<file path="src/common/gnss_sig_pkg.sv">
package gnss_sig_pkg;

    typedef logic [31:0] word_t;       // host data word and memory word
    typedef logic [9:0]  code_addr_t;  // code chip index
    typedef logic [4:0]  code_waddr_t; // code memory word index
    typedef logic [8:0]  msg_addr_t;   // message bit index
    typedef logic [3:0]  msg_waddr_t;  // message memory word index
    typedef logic [7:0]  word_addr_t;  // control memory index
    typedef logic [9:0]  delay_t;      // code delay in chips
    typedef logic [4:0]  epoch_cnt_t;  // code periods inside one message bit

    typedef enum logic [2:0] {
        LD_IDLE,
        LD_CARRIER,
        LD_CODE_FRE,
        LD_CODE_PHA,
        LD_DELAY
    } loader_state_t;

    localparam code_addr_t CODE_LEN       = 10'd1023; // largest value of the chip count
    localparam int         MSG_WORDS      = 10;
    localparam msg_addr_t  MSG_LOOP_START = 9'd20;    // first bit of the repeating part
    localparam msg_addr_t  MSG_LAST       = 9'd319;
    localparam epoch_cnt_t EPOCHS_PER_BIT = 5'd20;
    localparam int         LOAD_PERIOD    = 100;      // clocks between parameter reloads
    localparam int         WORDS_PER_LOAD = 4;

endpackage

</file>
<file path="src/chip_gen/nav_msg_gen.sv">
`timescale 1ns/1ps

module nav_msg_gen (
    input  logic                clk_1023k,
    input  logic                rst_n,
    input  gnss_sig_pkg::word_t wr_data,
    input  logic                wr_msg,
    input  logic                code_epoch,
    output logic                msg_bit
);
    import gnss_sig_pkg::*;

    word_t      msg_mem [MSG_WORDS];
    msg_waddr_t msg_wptr;
    epoch_cnt_t epoch_cnt;
    msg_addr_t  msg_addr;

    always_ff @(posedge clk_1023k) begin
        if (wr_msg) begin
            msg_mem[msg_wptr] <= wr_data;
        end
    end

    always_ff @(posedge clk_1023k or negedge rst_n) begin
        if (!rst_n) begin
            msg_wptr <= '0;
        end else if (wr_msg) begin
            if (msg_wptr == msg_waddr_t'(MSG_WORDS - 1)) begin
                msg_wptr <= '0;
            end else begin
                msg_wptr <= msg_wptr + 4'd1;
            end
        end
    end

    // one message bit lasts twenty code periods
    always_ff @(posedge clk_1023k or negedge rst_n) begin
        if (!rst_n) begin
            epoch_cnt <= '0;
            msg_addr  <= '0;
        end else if (code_epoch) begin
            if (epoch_cnt == EPOCHS_PER_BIT - 5'd1) begin
                epoch_cnt <= '0;
                if (msg_addr == MSG_LAST) begin
                    msg_addr <= MSG_LOOP_START; // the preamble bits are not repeated
                end else begin
                    msg_addr <= msg_addr + 9'd1;
                end
            end else begin
                epoch_cnt <= epoch_cnt + 5'd1;
            end
        end
    end

    always_ff @(posedge clk_1023k or negedge rst_n) begin
        if (!rst_n) begin
            msg_bit <= 1'b0;
        end else begin
            msg_bit <= msg_mem[msg_addr[8:5]][msg_addr[4:0]];
        end
    end

endmodule

</file>
<file path="config.mk">
export PLATFORM = sky130hd
export DESIGN_NAME = nav_msg_gen
export DESIGN_NICKNAME = d
export VERILOG_FILES = /design/src/common/gnss_sig_pkg.sv /design/src/chip_gen/nav_msg_gen.sv
export SDC_FILE = /design/constraint.sdc
export NUM_CORES = 1
export LEC_CHECK = 0
export ABC_AREA = 1
export BUFFER_PORTS_ARGS = -buffer_cell sky130_fd_sc_hd__clkbuf_2
export CAP_MARGIN = 15
export CORE_UTILIZATION = 40
export CTS_BUF_LIST = sky130_fd_sc_hd__clkbuf_16
export CTS_CLUSTER_DIAMETER = 200
export DETAILED_ROUTE_END_ITERATION = 8
export PLACE_DENSITY = 0.56
export SETUP_SLACK_MARGIN = 0.3
export SLEW_MARGIN = 20
export SYNTH_ARGS = -nofsm -noshare
export SYNTH_HDL_FRONTEND = slang
export SYNTH_SLANG_ARGS = --single-unit
</file>
<file path="constraint.sdc">
create_clock -name clk_1023k -period 4.8 [get_ports clk_1023k]
set_input_delay 0.72 -clock clk_1023k [delete_from_list [all_inputs] [get_ports clk_1023k]]
set_output_delay 0.72 -clock clk_1023k [all_outputs]
set_load 0.01 [all_outputs]
</file>
==> out/results.txt <==
Via-to-Cell Ratio - 5.10
Post-synthesis register bit count - 339
Cells after synthesis - 1,258
TritonCTS Buffers - 37
Ant. Diodes - 0
Slew margin rel. - 33.6%
Wirelength per Cell - 18.7 µm
Cts-stage hold buffer count - 0
Critical path cell sequence - inv_4 -> buf_4 -> nand2_1 -> nand2_1 -> nand2_1 -> nand3_1 -> nand3_1 -> nand2_1 -> nand3_1 -> a21oi_1 -> nor2_1 -> nand2_1 -> nand2_1 -> inv_1
Static Leakage - 0.00604 µW
Crit start category - flop
Final Setup Violations - 0
Post-cts gate resize count - 0
Placed wire-length estimate - 18.2 mm
Final Power - 7290 µW
Post-layout min period - 3.05 ns
Worst path top cell family by delay - buffers and inverters
Final #Nets - 1,326
Drt pass-1 iters - 5
Unrepaired setup endpoints after global routing - false
Req. time, crit path - 5.25 ns
FILL cells - 3,161
Most used cell, CP - nand2_1
Top-level I/O count - 37
CP Data Arrival Time - 3.50 ns
Worst Tran Pin Value - 0.996 ns
Final worst slack - 1.75 ns
Reg clk slew, reported paths - 0.06 ns
Remaining DRCs - 0
Largest net degree at the start of global routing - 92
Clock Latency Late Sink - 0.51 ns
Final hold vios - 0
Sequential cell area - 10,100 µm²
Total number of vias - 9,029
Slowest CP cell - inv_4
Commonest non-fill, non-tap cell in the layout - nand2_1
Vias in the first global route - 9,015
VDD IR max - 269 µV
Maxcap violations - 0
Row Count - 68
Initial antenna violation count - 1
Max stage delay on crit path - 0.74 ns
Detailed Route WL - 33.2 mm
Clk sinks - 339
Mapped Area - 14,100 µm²
Sequential fraction of the synthesis area - 71.6%
GP Congestion - 0.799
PD cells - 459 nW/µm²
WS Path Type - flop to flop
Syn avg cell area - 11.2 µm²
Die Ht - 190 µm
HP Class - primary input to asynchronous set/reset pin
Commonest non-fill, non-tap cells in the layout - nand2_1 (378), edfxtp_1 (320), nand3_1 (194)
Port buffer count - 36
Fin. max-slew vios - 0
Clk_skew - 0.0137 ns
Initial drt markers - 851
Die X-Extent - 190 µm
Pre-CTS setup slack - 1.79 ns
Area Overhead vs Synth - 12.8%
Initial Util - 40.7%
CTS tree - done
Cell variety after synth - 28
Post-route ant nets - 0
Crit path max fanout - 91
CTS H-tree lvls - 2
First-pass GRT wire length - 52.4 mm
All-Layer GR Usage - 19.2%
GRT Residual Overflow - 0
Post-Synthesis Net Count - 1,296
Setup TNS - 0 ns
Status - completed
Root buf cell - clkbuf_16
Period utilization - 63.5%
CP endpoint kind - flop
CP bufs+invs - 3
YS warnings - 0
Clock tree buffer depth - 3
Maximum clock rate - 328 MHz
Setup bufs post-CTS - 0
Multi-input logic area - 3440 µm²
Core area - 34,600 µm²
Total Die Area - 36,000 µm²
Share of layout cells above drive strength 1 - 9.50%
report_power, final:
| group | switching (µW) | internal, µW |
|---|---|---|
| combinational | 709 | 245 |
| sequential | 86.2 | 3540 |
| clock | 1090 | 1620 |
| total | 1880 | 5410 |
flip-flops by register name, summed over array words and instances (netlist names):
register and flops:
msg_addr 9, msg_mem 320, msg_bit 1, msg_wptr 4
epoch_cnt 5
layer usage:
| layer | vias up | GRT usage [%] | share of wire, % |
|---|---|---|---|
| li1 | 4364 | - | - |
| met1 | 4406 | 25.2 | 44 |
| met2 | 204 | 32.9 | 49 |
| met3 | 53 | 2.56 | 4.4 |
| met4 | 2 | 6.11 | 2.5 |
| met5 | - | 0 | 0.033 |
worst reg2reg max path: stages, from the launching register on:
cell,delay (ns)
dfrtp_4,0.63
inv_4,0.74
buf_4,0.56
nand2_1,0.10
nand2_1,0.07
nand2_1,0.05
nand3_1,0.12
nand3_1,0.14
nand2_1,0.13
nand3_1,0.07
a21oi_1,0.16
nor2_1,0.07
nand2_1,0.06
nand2_1,0.05
inv_1,0.05
synth_stat cells:
master,instances,share of area (%)
nand2_1,378,10
edfxtp_1,320,68
nand3_1,194,6.9
nor2_1,114,3.0
inv_1,68,1.8
o21ai_0,45,1.6
buf_2,28,0.99
clkbuf_1,20,0.53
dfrtp_1,19,3.4
a21oi_1,18,0.64
buf_4,15,0.80
nor3_1,9,0.32
xor2_1,4,0.25
inv_2,3,0.080
nand4_1,3,0.13
o211ai_1,3,0.16
o21ai_1,3,0.11
buf_1,2,0.053
buf_6,2,0.16
ha_1,2,0.18
clkinv_1,1,0.027
nand3_2,1,0.071
nand3b_1,1,0.053
nor3_2,1,0.071
nor4_4,1,0.15
o211a_1,1,0.071
o32ai_1,1,0.062
xnor2_1,1,0.062
through the flow:
stage	util [%]	hold slack (ns)	cell area [µm²]	instances
3_5_place_dp	42.5	0.495	14700	1704
4_1_cts	45.9	0.233	15900	1771
2_1_floorplan	-	0.424	14100	1258
6_report	45.9	0.217	15900	1771
5_1_grt	45.9	0.240	15900	1771
3_3_place_gp	42.5	0.485	14700	1704
cells by family (layout without fill, tap and decap cells):
kind of cell,count (synthesis),count (layout),share of synthesized area (%)
xor gates and xnor gates,5,5,0.311
AOI/OAI and AO/OA,71,71,2.64
and+or+nand+nor,702,702,20.8
buffers and inverters,139,197,4.46
DFF,339,339,71.6
adders and majority gates,2,2,0.178
worst paths after layout:
kind,from,to,slack [ns],depth (start not counted)
max,msg_addr[5],msg_bit,1.75,14
min,rst_n,msg_addr[4],0.22,1
max reg2reg,msg_addr[5],msg_bit,1.75,14
min reg2reg,epoch_cnt[1],epoch_cnt[1],0.51,2
max in group asynchronous,rst_n,msg_addr[5],4.12,1
min in group clk_1023k,code_epoch,epoch_cnt[0],0.47,2
final cells by class:
type	instances	share of cell area, %
Sequential cell	339	63.5
Multi-Input combinational cell	780	21.7
Clock buffer	39	6.14
Tap cell	455	3.58
Timing Repair Buffer	58	2.17
Inverter	72	1.72
Clock inverter	28	1.24
(Power assumes the default switching activity.)
