[src/common/gnss_sig_pkg.sv]
package gnss_sig_pkg;

    typedef logic [31:0] word_t;       // host data word and memory word
    typedef logic [9:0]  code_addr_t;  // code chip index
    typedef logic [4:0]  code_waddr_t; // code memory word index
    typedef logic [8:0]  msg_addr_t;   // message bit index
    typedef logic [3:0]  msg_waddr_t;  // message memory word index
    typedef logic [7:0]  word_addr_t;  // control memory index
    typedef logic [9:0]  delay_t;      // code delay in chips
    typedef logic [4:0]  epoch_cnt_t;  // code periods inside one message bit

    typedef enum logic [2:0] {
        LD_IDLE,
        LD_CARRIER,
        LD_CODE_FRE,
        LD_CODE_PHA,
        LD_DELAY
    } loader_state_t;

    localparam code_addr_t CODE_LEN       = 10'd1023; // largest value of the chip count
    localparam int         MSG_WORDS      = 10;
    localparam msg_addr_t  MSG_LOOP_START = 9'd20;    // first bit of the repeating part
    localparam msg_addr_t  MSG_LAST       = 9'd319;
    localparam epoch_cnt_t EPOCHS_PER_BIT = 5'd20;
    localparam int         LOAD_PERIOD    = 100;      // clocks between parameter reloads
    localparam int         WORDS_PER_LOAD = 4;

endpackage

[src/word_loader/word_loader_fsm.sv]
`timescale 1ns/1ps

module word_loader_fsm (
    input  logic                     clk_1023k,
    input  logic                     rst_n,
    input  logic                     load_tick,
    input  gnss_sig_pkg::word_t      word_rdata,
    output gnss_sig_pkg::word_addr_t word_raddr,
    output gnss_sig_pkg::word_t      fre_carrier,
    output gnss_sig_pkg::word_t      fre_code,
    output gnss_sig_pkg::word_t      pha_code,
    output gnss_sig_pkg::delay_t     code_delay
);
    import gnss_sig_pkg::*;

    loader_state_t state;
    logic          load_go;

    // the tick is held one clock so fre_carrier loads two clocks after the tick is sampled
    always_ff @(posedge clk_1023k or negedge rst_n) begin
        if (!rst_n) begin
            load_go <= 1'b0;
        end else begin
            load_go <= load_tick;
        end
    end

    always_ff @(posedge clk_1023k or negedge rst_n) begin
        if (!rst_n) begin
            state       <= LD_IDLE;
            word_raddr  <= '0;
            fre_carrier <= '0;
            fre_code    <= '0;
            pha_code    <= '0;
            code_delay  <= '0;
        end else begin
            case (state)
                LD_IDLE: begin
                    if (load_go) begin
                        state      <= LD_CARRIER;
                        word_raddr <= word_raddr + 8'd1;
                    end
                end
                LD_CARRIER: begin
                    fre_carrier <= word_rdata;
                    word_raddr  <= word_raddr + 8'd1;
                    state       <= LD_CODE_FRE;
                end
                LD_CODE_FRE: begin
                    fre_code   <= word_rdata;
                    word_raddr <= word_raddr + 8'd1;
                    state      <= LD_CODE_PHA;
                end
                LD_CODE_PHA: begin
                    pha_code   <= word_rdata;
                    word_raddr <= word_raddr + 8'd1; // pointer ends on the next group
                    state      <= LD_DELAY;
                end
                LD_DELAY: begin
                    code_delay <= word_rdata[$bits(delay_t)-1:0]; // only the low chip count matters
                    state      <= LD_IDLE;
                end
                default: state <= LD_IDLE;
            endcase
        end
    end

endmodule

[config.mk]
export PLATFORM = sky130hd
export DESIGN_NAME = word_loader_fsm
export DESIGN_NICKNAME = d
export VERILOG_FILES = /design/src/common/gnss_sig_pkg.sv /design/src/word_loader/word_loader_fsm.sv
export SDC_FILE = /design/constraint.sdc
export NUM_CORES = 1
export LEC_CHECK = 0
export BUFFER_PORTS_ARGS = -buffer_cell sky130_fd_sc_hd__clkbuf_2
export CORE_MARGIN = 4
export CORE_UTILIZATION = 56
export CTS_BUF_LIST = sky130_fd_sc_hd__clkbuf_8
export CTS_CLUSTER_SIZE = 25
export DETAILED_ROUTE_END_ITERATION = 12
export PLACE_DENSITY = 0.87
export SETUP_SLACK_MARGIN = 0.1
export SLEW_MARGIN = 10
export SYNTH_ARGS = -nofsm -noshare
export SYNTH_HDL_FRONTEND = slang
export SYNTH_SLANG_ARGS = --single-unit
[constraint.sdc]
create_clock -name clk_1023k -period 4.1 [get_ports clk_1023k]
set_input_delay 0.205 -clock clk_1023k [delete_from_list [all_inputs] [get_ports clk_1023k]]
set_output_delay 0.205 -clock clk_1023k [all_outputs]
set_load 0.005 [all_outputs]
==> summary.txt <==
Worst setup path
  • WP data required: 4.38 ns
  • Worst path cell trace: nor3b_4 -> buf_4 -> mux2_2
  • Critical Path Max Stage Delay: 0.58 ns
  • CP Class: register to register
  • CP startpoint kind: register
  • Worst Path Max Fanout: 24
  • Worst R2R Path Depth: 3
  • CP Capture Type: register
  • Worst R2R Setup Slack: 1.98 ns
  • Critical path arrival: 2.40 ns
  • Crit-path slowest cell: nor3b_4

Worst hold path
  • Worst hold path depth: 2
  • HP Class: input port to register

Power
  • Sw frac: 31.0%
  • Sequential Power Share: 42.0%
  • Max IR drop VDD: 0.000502 V
  • Clock network fraction of total power: between 20% and 30%
  • Switching pwr: 0.00159 W
  • Comb power frac: 36.7%
  • P_leak: between 2 and 3 nW
  • Int Pwr: 0.00353 W
  • Power per cell area: 895 nW/um2

Global route
  • Largest net degree at the start of global routing: 84
  • Overall Global Routing Usage: 21.3%
  • First-pass GRT wire length: 15900 um
  • Initial antenna violation count: 0
  • Vias in the first global route: 2994
  • Grt total ovfl: 0

CTS
  • Number of buffers created by CTS: 17
  • Htree depth: 4
  • Clock-pin transition on the worst setup and hold timing paths: 0.07 ns
  • Sink Count: 118
  • Root buffer cell: clkbuf_8
  • CTS tree: built
  • Clk buf depth: 2
  • Worst skew pair latency: 0.40 ns
  • Cts repair resizes: 0

Yosys
  • Yosys Warn Count: 0
  • Largest cells by area after synthesis: dfrtp_1 66%, mux2_2 26%, buf_6 1.8%
  • Synth Register Bits: 118
  • Asr flop ratio synth: 100%
  • Synth Instances: around 270
  • Syn nets: 303
  • Number of distinct library cells after synthesis: 20
  • Biggest area consumer among synthesized cells: dfrtp_1
  • Most common cell in the netlist: dfrtp_1
  • Commonest cells post-synth: 118 x dfrtp_1, 105 x mux2_2, 7 x buf_6, 7 x xor2_1, 5 x nor3_1
  • Ys flop type: dfrtp_1
  • Register area share after synthesis: 65.6%
  • Post-synth top area share: 65.6%
  • Post-synth EDFFs: 0
  • Syn_area_per_cell: 16.9 um2
  • Mapped Area: ~4500 um2

STA
  • Final setup viols: 0
  • Tightest Pin Transition: 1.01 ns
  • Fmax achieved: 472 MHz
  • Final Max Slew Viols: 0
  • TNS Setup: 0 ns
  • Final period util: 51.7%
  • Max-slew headroom: between 30 and 40%
  • Min Tclk post-route: around 2.1 ns
  • RSZ-0062 raised after global routing: false
  • Final worst clock skew: 0.00946 ns
  • Final Hold Fails: 0

Final layout
  • Share of layout cells above drive strength 1: between 60% and 70%
  • Area Growth Syn to Fin: 27.1%
  • Layout Cells excl Fill: 540
  • Antenna diodes: 0
  • Fillers: between 500 and 600
  • Final nets: around 460

Routing
  • Via count: 2763
  • DRC: 0
  • Pre-Repair DR Iteration Count: 4
  • Routed wire length: 9450 um
  • Starting DRT DRC Count: 90
  • Antenna viol nets, final: 0
  • Routed len/inst: 17.5 um
  • Vias per cell: 5.12

Die
  • Die area: approximately 9500 um2
  • Initial Util: between 50% and 60%
  • Row count: 32
  • I/O pins: 149
  • Die width: 97.7 um
  • Core area: 7770 um2
  • Die height: 97.7 um

Job
  • Max-cap violations: 0

Placement
  • GPL Wtd Cong: 0.761
  • Post-DP HPWL: roughly 6600 um
  • Port Buf Inserts: 148
  • Placed Cells: 507

Outcome
  • Outcome: complete, no violations
-- placed cells by master (no fill, tap or decap) --
cell type / n
buf_4: 4
xnor2_1: 1
inv_1: 3
ha_1: 1
nand3b_2: 1
dlygate4sd3_1: 2
dfrtp_1: 118
nor3_1: 5
nor3b_2: 1
nor3_4: 1
nor4_1: 1
bufinv_16: 3
nor3b_1: 1
nor2_1: 2
mux2_2: 105
clkinv_4: 1
nand3b_1: 1
nand3_1: 3
clkbuf_2: 147
clkbuf_8: 21
nor3b_4: 2
nand2_1: 1
clkinvlp_4: 1
clkinv_2: 3
mux2_1: 2
xor2_1: 7
-- cell type report --
type                       instances  area [um2]  share of cell area (%)
sequential                       118        2950                    51.6
multi-input combinational        135        1440                    25.1
tap                              102         128                    2.23
inverter                           1        3.75                  0.0656
clock inverter                    10         129                    2.25
timing repair buffer             153         786                    13.7
clock buffer                      21         289                    5.05
-- metrics by stage --
step	hold WS, ns	cell area, um2	utilization (%)	power (W)	worst slack, ns
4_1_cts	0.0361	5730	73.7	0.00519	1.95
6_report	0.0586	5730	73.7	0.00512	1.98
3_5_place_dp	0.318	5290	68.1	0.00408	1.96
2_1_floorplan	-0.0906	4500	-	0.00325	2.67
5_1_grt	0.0221	5730	73.7	0.00547	1.85
3_3_place_gp	0.316	5290	68.1	0.00397	2.01
-- timing repair --
action                    in CTS  in global routing
setup buffers                  0                  0
hold endpoints to repair      16                  0
hold buffers                   2                  0
-- state kept, by name, summed over array words and instances, names as in the netlist --
signal       flops
code_delay      10
state            3
fre_code        32
load_go          1
fre_carrier     32
pha_code        32
word_raddr       8
-- worst max-delay path, delay by kind of cell (launching register included) --
kind	cells	cell delay, ns
buffers and inverters	1	0.46
multiplexers	1	0.39
AND/OR/NAND/NOR	1	0.58
flip-flops	1	0.57
-- power by group through the flow --
stage	clock (W)	combinational, W	sequential (W)
floorplan	0	0.00112	0.00212
global placement	0	0.00184	0.00213
detailed placement	0	0.00191	0.00217
CTS	0.00111	0.00192	0.00216
global route	0.00118	0.00206	0.00223
finish	0.00109	0.00188	0.00215
-- final timing paths --
kind,startpoint,endpoint
hold / removal,word_rdata[14],fre_code[14]
setup reg to reg,state[0],fre_carrier[25]
min in group asynchronous,rst_n,fre_carrier[8]
setup / recovery,state[0],fre_carrier[25]
hold reg to reg,word_raddr[6],word_raddr[6]
max in group asynchronous,rst_n,fre_code[29]
-- cells by family (layout without fill, tap and decap cells) --
| logic type | count (synthesis) | after routing | synth area share [%] |
|---|---|---|---|
| XOR/XNOR | 8 | 8 | 1.56 |
| adder cells (fa/ha/maj) | 1 | 1 | 0.278 |
| buffers and inverters | 14 | 185 | 2.61 |
| flip-flops | 118 | 118 | 65.6 |
| multiplexers | 107 | 107 | 26.8 |
| AND/OR/NAND/NOR | 19 | 19 | 3.22 |
-- routing by layer --
layer  global-route usage [%]  wire length (um)  vias up  share of wire, %
met4                     6.39               106        0               1.1
met3                     8.54               655        8               6.9
met1                     27.0              4020     1382                42
met5                        0                 0        -                 0
met2                     34.1              4670      102                49
li1                         -                 -     1271                 -
Note: power is estimated with default switching activity, not from simulation.
