File: config.mk
export PLATFORM = sky130hd
export DESIGN_NAME = load_timer
export DESIGN_NICKNAME = d
export VERILOG_FILES = /design/src/common/gnss_sig_pkg.sv /design/src/source/load_timer.sv
export SDC_FILE = /design/constraint.sdc
export NUM_CORES = 1
export LEC_CHECK = 0
export BUFFER_PORTS_ARGS = -buffer_cell sky130_fd_sc_hd__buf_2
export CELL_PAD_IN_SITES_DETAIL_PLACEMENT = 1
export CELL_PAD_IN_SITES_GLOBAL_PLACEMENT = 1
export CORE_AREA = 2 2 39 41
export CTS_BUF_LIST = sky130_fd_sc_hd__clkbuf_16
export DETAILED_ROUTE_END_ITERATION = 6
export DIE_AREA = 0 0 41 43
export GPL_TIMING_DRIVEN = 0
export HOLD_SLACK_MARGIN = 0.1
export PLACE_DENSITY_LB_ADDON = 0.1
export REMOVE_ABC_BUFFERS = 1
export SLEW_MARGIN = 20
export SYNTH_ARGS = -nofsm -noshare
export SYNTH_HDL_FRONTEND = slang
export SYNTH_SLANG_ARGS = --single-unit
export TNS_END_PERCENT = 30
File: constraint.sdc
create_clock -name clk_1023k -period 3.2 [get_ports clk_1023k]
set_clock_uncertainty 0.05 [all_clocks]
set_input_delay 0.16 -clock clk_1023k [delete_from_list [all_inputs] [get_ports clk_1023k]]
set_output_delay 0.16 -clock clk_1023k [all_outputs]
set_load 0.005 [all_outputs]
File: src/common/gnss_sig_pkg.sv
package gnss_sig_pkg;

    typedef logic [31:0] word_t;       // host data word and memory word
    typedef logic [9:0]  code_addr_t;  // code chip index
    typedef logic [4:0]  code_waddr_t; // code memory word index
    typedef logic [8:0]  msg_addr_t;   // message bit index
    typedef logic [3:0]  msg_waddr_t;  // message memory word index
    typedef logic [7:0]  word_addr_t;  // control memory index
    typedef logic [9:0]  delay_t;      // code delay in chips
    typedef logic [4:0]  epoch_cnt_t;  // code periods inside one message bit

    typedef enum logic [2:0] {
        LD_IDLE,
        LD_CARRIER,
        LD_CODE_FRE,
        LD_CODE_PHA,
        LD_DELAY
    } loader_state_t;

    localparam code_addr_t CODE_LEN       = 10'd1023; // largest value of the chip count
    localparam int         MSG_WORDS      = 10;
    localparam msg_addr_t  MSG_LOOP_START = 9'd20;    // first bit of the repeating part
    localparam msg_addr_t  MSG_LAST       = 9'd319;
    localparam epoch_cnt_t EPOCHS_PER_BIT = 5'd20;
    localparam int         LOAD_PERIOD    = 100;      // clocks between parameter reloads
    localparam int         WORDS_PER_LOAD = 4;

endpackage

File: src/source/load_timer.sv
`timescale 1ns/1ps

module load_timer (
    input  logic clk_1023k,
    input  logic rst_n,
    output logic load_tick
);
    import gnss_sig_pkg::*;

    logic [6:0] tick_cnt;

    always_ff @(posedge clk_1023k or negedge rst_n) begin
        if (!rst_n) begin
            tick_cnt  <= '0;
            load_tick <= 1'b0;
        end else if (tick_cnt == 7'(LOAD_PERIOD - 1)) begin
            tick_cnt  <= '0;
            load_tick <= 1'b1; // the 100th edge after reset raises the first tick
        end else begin
            tick_cnt  <= tick_cnt + 7'd1;
            load_tick <= 1'b0;
        end
    end

endmodule

==> results of run 1 <==
flip-flops by register name, indices dropped and copies added (netlist names):
| register | cells |
|---|---|
| load_tick | 1 |
| tick_cnt | 7 |
kinds of logic (layout without fill, tap and decap cells):
logic type                 count (synthesis)  in the layout
and+or+nand+nor                           15             15
muxes                                      1              1
xor gates and xnor gates                   3              3
DFF                                        8              8
buffers and inverters                      0              6
AOI/OAI and AO/OA                          2              2
adders and majority gates                  1              1
per-stage QoR:
| stage | cell area [um^2] | hold slack (ns) | setup slack, ns | util [%] |
|---|---|---|---|---|
| floorplan | 370.4 | -0.1856 | 1.990 | - |
| global placement | 400.4 | -0.03843 | 1.912 | 28.93 |
| detailed placement | 400.4 | -0.03735 | 1.877 | 28.93 |
| CTS | 485.5 | 0.2557 | 1.865 | 35.08 |
| global route | 485.5 | 0.2864 | 1.761 | 35.08 |
| finish | 485.5 | 0.2566 | 1.898 | 35.08 |
cells in the final DEF, fill, tap and decap left out:
master	count
or3_4	1
nand3_1	3
nand4_1	1
dfrtp_1	8
and2_1	1
a31oi_1	2
clkbuf_16	3
nand2_1	2
ha_1	1
nor2_8	1
mux2i_1	1
nor3_2	1
and3_2	1
nor2_2	2
nor2_1	1
buf_2	2
xnor2_1	3
nor2b_2	1
dlygate4sd3_1	1
power breakdown:
group	leakage [nW]	switching, W	internal, W	total, W
combinational	0.0976	0.00000198	0.00000125	0.00000323
clock	0.0370	0.0000478	0.000161	0.000209
sequential	0.0973	0	0.000102	0.000102
Yosys cell counts:
library cell / instances / area share [%]
mux2i_1: 1 / 2.7
nor2_1: 1 / 1.0
ha_1: 1 / 3.4
nor2_2: 2 / 3.4
or3_4: 1 / 3.0
nand2_1: 2 / 2.0
nor3_2: 1 / 2.7
and2_1: 1 / 1.7
a31oi_1: 2 / 3.4
nand3_1: 3 / 4.1
and3_2: 1 / 2.0
nor2_8: 1 / 5.4
nor2b_2: 1 / 2.4
dfrtp_1: 8 / 54
nand4_1: 1 / 1.7
xnor2_1: 3 / 7.1
worst max-delay path by stage:
stage | depth (start not counted) | endpoint | slack [ns]
floorplan | 3 | tick_cnt[5]$_DFF_PN0_ | 1.99
global placement | 4 | tick_cnt[5]$_DFF_PN0_ | 1.91
detailed placement | 4 | tick_cnt[5]$_DFF_PN0_ | 1.88
CTS | 4 | tick_cnt[5]$_DFF_PN0_ | 1.86
global route | 4 | tick_cnt[5]$_DFF_PN0_ | 1.76
finish | 4 | tick_cnt[5]$_DFF_PN0_ | 1.90
area by class of cell:
| cell class | count | area share, % |
|---|---|---|
| sequential | 8 | 41.24 |
| multi-input combinational | 22 | 35.05 |
| clock buffer | 3 | 15.46 |
| timing repair buffer | 3 | 4.124 |
| tap | 16 | 4.124 |
timing repair:
action                    in CTS  in global routing
buffers inserted               0                  0
hold endpoints to repair       8                  0
hold buffers                   1                  0
metal layers:
| metal | routed length, um | track usage [%] | vias up |
|---|---|---|---|
| met5 | 0 | 0 | - |
| met4 | 28 | 8.000 | 0 |
| met3 | 35 | 7.853 | 5 |
| met2 | 309 | 15.94 | 4 |
| met1 | 266 | 13.33 | 116 |
| li1 | - | - | 117 |
worst max-delay path: stages, from the launching register on:
cell and delay [ns]:
dfrtp_1 0.39, ha_1 0.29, nand3_1 0.22, nor2_8 0.18
nor3_2 0.06
==> qor.yml, run 1 <==
die:
  io_pins: 3
  num_rows: 14
  die_width_um: 41
  core_um2: 1384
  fp.dieH_um: 43
  dieArea_um2: 1763
  start_util_pct: 26.76
worst_hold_path:
  hp-class: "in2async"
worst_setup_path:
  r2r_start: "tick_cnt[0]$_DFF_PN0_"
  rr_worst_depth: 4
  r2r-end: "tick_cnt[5]$_DFF_PN0_"
  crit_path_max_fanout: 5
  endpoint_kind: "flip-flop"
  startpoint: "tick_cnt[0]$_DFF_PN0_"
  criticalPathCategory: "reg2reg"
  startpoint_type: "flip-flop"
  crit_required_ns: 3.27
  r2r_setup_slack_ns: 1.90
  critPathArrivalTime_ns: 1.37
logic_synthesis:
  synth-seq-cells: 8
  synth.mux.area_fraction_pct: 2.703
  synth.avg_cell_area_um2: 12.35
  yosys.area_share.simple_pct: 29.39
  netlist-cell-type-count: 16
  synthesis.area_um2: 370.4
  synthXorXnorAreaFrac_pct: 7.095
  syn_inst: 30
  synth_top_family_by_area: "simple AND/OR/NAND/NOR gates"
  synth_fa_ha_area_share_pct: 3.378
  ys_seq_area_share_pct: 54.05
  yosys_warnings: 0
  synth_compound_area_share_pct: 3.378
drt:
  vias: 242
  antenna_violating_nets_post_route: 0
  firstDrtPassIters: 1
  vias_per_cell: 4.654
  drt_iter0_drc: 0
  drt-wirelength-per-cell_um: 12.31
  wl_um: 640
  drc: 0
power:
  power.density_nw_per_um2: 646.4
  vdd_drop_max_mv: 0.3053
  leakage_nw: 0.2319
  finalPower_w: 0.0003138
cells_and_area:
  num_antenna_cells: 0
  nNetsFinal: 41
  fillers: 156
  instances_no_fill: 52
  regArea_um2: 200.2
  drive_gt1_share_pct: 33.33
  area_growth_syn_to_layout_pct: 31.08
  multi_input_area_um2: 170.2
global_route:
  grt_pass1_wl_mm: 1.283
  grt_pass1_vias: 294
  grt_max_degree: 9
  track_usage_pct: 11.98
  grt_remaining_overflow: 0
  grt_antenna_before_repair: 0
timing:
  rsz0062_at_grt: "false"
  max-slew-margin-rel_pct: 85.25
  setup_tns_ns: 0
  setup_viol: 0
  worstMarginPinSlew_ns: 0.2207
  period_minus_slack_ns: 1.302
  fin_crit_sh_pct: 40.70
  fmax_mhz: 767.8
  drv_slew: 0
  hold_viol_final: 0
clocking:
  clockBufferDepth: 2
  htree_levels: 1
  cts_resized: 0
  cts_tree: "yes"
  root_buffer: "clkbuf_16"
  clock-sinks: 8
  cts_buffers: 3
  worstSkewPairLatency_ns: 0.23
  clkTransAtPathRegs_ns: 0.04
place:
  place.gp.congestion: 0.6335
  dp_cells: 48
  io_buffers: 2
  hpwl_um: 475.7
job:
  cap_violations: 0
run_status:
  outcome: "finished, final reports clean"
Power figures use the tool's default switching activity.
==> inputs of run 2 (changes only) <==
--- a/config.mk
+++ b/config.mk
@@ -5,6 +5,7 @@
 export SDC_FILE = /design/constraint.sdc
 export NUM_CORES = 1
 export LEC_CHECK = 0
+export ABC_AREA = 1
 export BUFFER_PORTS_ARGS = -buffer_cell sky130_fd_sc_hd__buf_2
 export CELL_PAD_IN_SITES_DETAIL_PLACEMENT = 1
 export CELL_PAD_IN_SITES_GLOBAL_PLACEMENT = 1
==> constraint.sdc (replaced) <==
create_clock -name clk_1023k -period 1.3 [get_ports clk_1023k]
set_clock_uncertainty 0.05 [all_clocks]
set_input_delay 0.065 -clock clk_1023k [delete_from_list [all_inputs] [get_ports clk_1023k]]
set_output_delay 0.065 -clock clk_1023k [all_outputs]
set_load 0.005 [all_outputs]
==> run 2 against run 1 <==
Register-to-register slack worse by 1.7 ns. Fmax increased by 13%. Worst hold slack worse by 0.10 ns. Critical endpoint is now tick_cnt[4]$_DFF_PN0_. Non-clock buffer count unchanged. Synthesized cell count grew 43%. Final area increased by 3.9%.
==> qor.yml, run 2 <==
cells_and_area:
  drive_gt1_share_pct: 26.53  # was 33.33%
  mostFrequentLayoutCell: "nor2_1"  # was dfrtp_1
  final_cell_mix: "nor2_1 (10), dfrtp_1 (8), nand2_1 (7), inv_1 (5), clkbuf_16 (3)"  # was dfrtp_1 (8), nand3_1 (3), xnor2_1 (3), clkbuf_16 (3)
  area_growth_syn_to_layout_pct: 30.42  # was 31.08%
  largest_register_ffs: 7  # unchanged
  top_register: "tick_cnt"  # unchanged
  top_regs: "tick_cnt: 7 flops, load_tick: 1 flops"  # unchanged
  instances_no_fill: 65  # was 52
  num_antenna_cells: 0  # unchanged
  nNetsFinal: 54  # was 41
global_route:
  grt_pass1_vias: 306  # was 294
  grt_remaining_overflow: 0  # unchanged
  grt_antenna_before_repair: 0  # unchanged
  grt_max_degree: 9  # unchanged
  grt_pass1_wl_mm: 1.311  # was 1.283 mm
  track_usage_pct: 12.16  # was 11.98%
worst_setup_path:
  path_cells: "ha_2 -> nand2_1 -> inv_2 -> nand2_1 -> xor2_1"  # was ha_1 -> nand3_1 -> nor2_8 -> nor3_2
  crit_path_max_fanout: 4  # was 5
  critPathMaxStageDelay_ns: 0.38  # was 0.39 ns
  rr_worst_depth: 5  # was 4
  r2r-end: "tick_cnt[4]$_DFF_PN0_"  # was tick_cnt[5]$_DFF_PN0_
  critPathSlowestCell: "dfrtp_1"  # unchanged
  r2r_start: "tick_cnt[0]$_DFF_PN0_"  # unchanged
  critPathArrivalTime_ns: 1.22  # was 1.37 ns
  startpoint_type: "flip-flop"  # unchanged
  r2r_setup_slack_ns: 0.15  # was 1.90 ns
  cpMostUsedCell: "nand2_1"
  crit_required_ns: 1.36  # was 3.27 ns
  endpoint_kind: "flip-flop"  # unchanged
  criticalPathCategory: "reg2reg"  # unchanged
logic_synthesis:
  syn_inst: 43  # was 30
  yosys_warnings: 0  # unchanged
  yosys.area.top_type: "dfrtp_1"  # unchanged
  ys_top_cells_by_count: "nor2_1 (10), dfrtp_1 (8), nand2_1 (7), inv_1 (5)"  # was dfrtp_1 (8), nand3_1 (3), xnor2_1 (3)
  synth_edf_count: 0  # unchanged
  synth_top_area_share_pct: 51.78  # was 54.05%
  synth-seq-cells: 8  # unchanged
  synthesis.area_um2: 386.6  # was 370.4 um^2
  ys.flop_type: "dfrtp_1"  # unchanged
  ys_seq_area_share_pct: 51.78  # was 54.05%
  netlist-cell-type-count: 15  # was 16
  ys_top_cells_by_area: "dfrtp_1 (52%), nor2_1 (9.7%), nand2_1 (6.8%), inv_1 (4.9%), xor2_1 (4.5%)"  # was dfrtp_1 (54%), xnor2_1 (7.1%), nor2_8 (5.4%), nand3_1 (4.1%), a31oi_1 (3.4%)
  ys_async_sr_fraction_pct: 100.0  # unchanged
  synth.most_common_cell: "nor2_1"  # was dfrtp_1
  synth.avg_cell_area_um2: 8.991  # was 12.35 um^2
power:
  finalPower_w: 0.0007739  # was 0.0003138 W
  power.density_nw_per_um2: 1535  # was 646.4 nW/um^2
  vdd_drop_max_mv: 0.6954  # was 0.3053 mV
  leakage_nw: 0.2615  # was 0.2319 nW
timing:
  setup_tns_ns: 0  # unchanged
  setup_viol: 0  # unchanged
  hold_viol_final: 0  # unchanged
  max-slew-margin-rel_pct: 86.99  # was 85.25%
  drv_slew: 0  # unchanged
  worstMarginPinSlew_ns: 0.1952  # was 0.2207 ns
  fin_crit_sh_pct: 88.55  # was 40.70%
  fmax_mhz: 868.7  # was 767.8 MHz
  rsz0062_at_grt: "false"  # unchanged
  period_minus_slack_ns: 1.151  # was 1.302 ns
drt:
  drt_iter0_drc: 1  # was 0
  antenna_violating_nets_post_route: 0  # unchanged
  wl_um: 732  # was 640 um
  vias_per_cell: 4.400  # was 4.654
  drt-wirelength-per-cell_um: 11.26  # was 12.31 um
  vias: 286  # was 242
  drc: 0  # unchanged
  firstDrtPassIters: 3  # was 1
clocking:
  cts_buffers: 3  # unchanged
  worstSkewPairLatency_ns: 0.23  # about the same
  clockBufferDepth: 2  # unchanged
  root_buffer: "clkbuf_16"  # unchanged
  cts_tree: "yes"  # unchanged
  htree_levels: 1  # unchanged
  cts_setup_buffers: 0  # unchanged
  clkTransAtPathRegs_ns: 0.04  # about the same
  clock-sinks: 8  # unchanged
place:
  place.gp.congestion: 0.6556  # was 0.6335
  dp_cells: 61  # was 48
  hpwl_um: 541.8  # was 475.7 um
  io_buffers: 2  # unchanged
die:
  io_pins: 3  # unchanged
  fp.dieH_um: 43  # unchanged
  start_util_pct: 27.94  # was 26.76%
  dieArea_um2: 1763  # unchanged
  die_width_um: 41  # unchanged
  core_um2: 1384  # unchanged
  num_rows: 14  # unchanged
worst_hold_path:
  hp-class: "in2async"  # unchanged
run_status:
  outcome: "finished, final reports clean"  # unchanged
job:
  cap_violations: 0  # unchanged
run 2: timing repair:
action / CTS / global route
gates resized for setup: 0 / 1
hold buffers: 1 / 0
hold endpoints to repair: 8 / 0
setup endpoints to repair: 0 / 1
run 2: metal layers:
metal,routed length [um],global-route usage [%],vias up
li1,-,-,142
met1,320,13.58,138
met2,367,16.25,4
met3,33,6.283,2
met4,10,10.00,0
met5,0,0,-
run 2: worst max-delay path by stage:
stage	start	end	slack, ns	depth (start not counted)
after floorplan	tick_cnt[0]$_DFF_PN0_	tick_cnt[6]$_DFF_PN0_	0.23	5
after global placement	tick_cnt[0]$_DFF_PN0_	tick_cnt[4]$_DFF_PN0_	0.14	5
after detailed placement	tick_cnt[0]$_DFF_PN0_	tick_cnt[4]$_DFF_PN0_	0.13	5
after CTS	tick_cnt[0]$_DFF_PN0_	tick_cnt[4]$_DFF_PN0_	0.11	5
after global routing	tick_cnt[0]$_DFF_PN0_	tick_cnt[4]$_DFF_PN0_	0.03	5
final	tick_cnt[0]$_DFF_PN0_	tick_cnt[4]$_DFF_PN0_	0.15	5
run 2: logic make-up after synthesis:
family	share of synthesized area, %
flops	51.78
buf+inv	5.825
compound gates	2.266
fa+ha+maj	3.236
simple gates	32.37
xor+xnor	4.532
run 2: report_power, final:
part           switching (W)  internal [W]
Sequential                 0      0.000250
Combinational     0.00000513    0.00000306
Clock               0.000119      0.000396
Total               0.000124      0.000650
run 2: cell type report:
cell class	count	area, um^2
tap	16	20.02
timing repair buffer	3	20.02
multi-input combinational	29	166.4
clock buffer	3	75.07
inverter	6	22.52
sequential	8	200.2
fill	158	879.6
run 2: worst max-delay path: cells and delay by family, from the launching register on:
kind,cells,cell delay (ns)
fa+ha+maj,1,0.23
buf+inv,1,0.10
simple gates,2,0.14
xor+xnor,1,0.14
flops,1,0.38
run 2: stage by stage:
stage / cell area, um^2 / worst slack (ns) / hold WS (ns) / util, %
after CTS: 501.7 / 0.1085 / 0.1655 / 36.26
after global routing: 504.2 / 0.03401 / 0.2086 / 36.44
final: 504.2 / 0.1489 / 0.1551 / 36.44
after detailed placement: 416.7 / 0.1308 / -0.1250 / 30.11
after floorplan: 386.6 / 0.2283 / -0.2806 / -
after global placement: 416.7 / 0.1373 / -0.1339 / 30.11
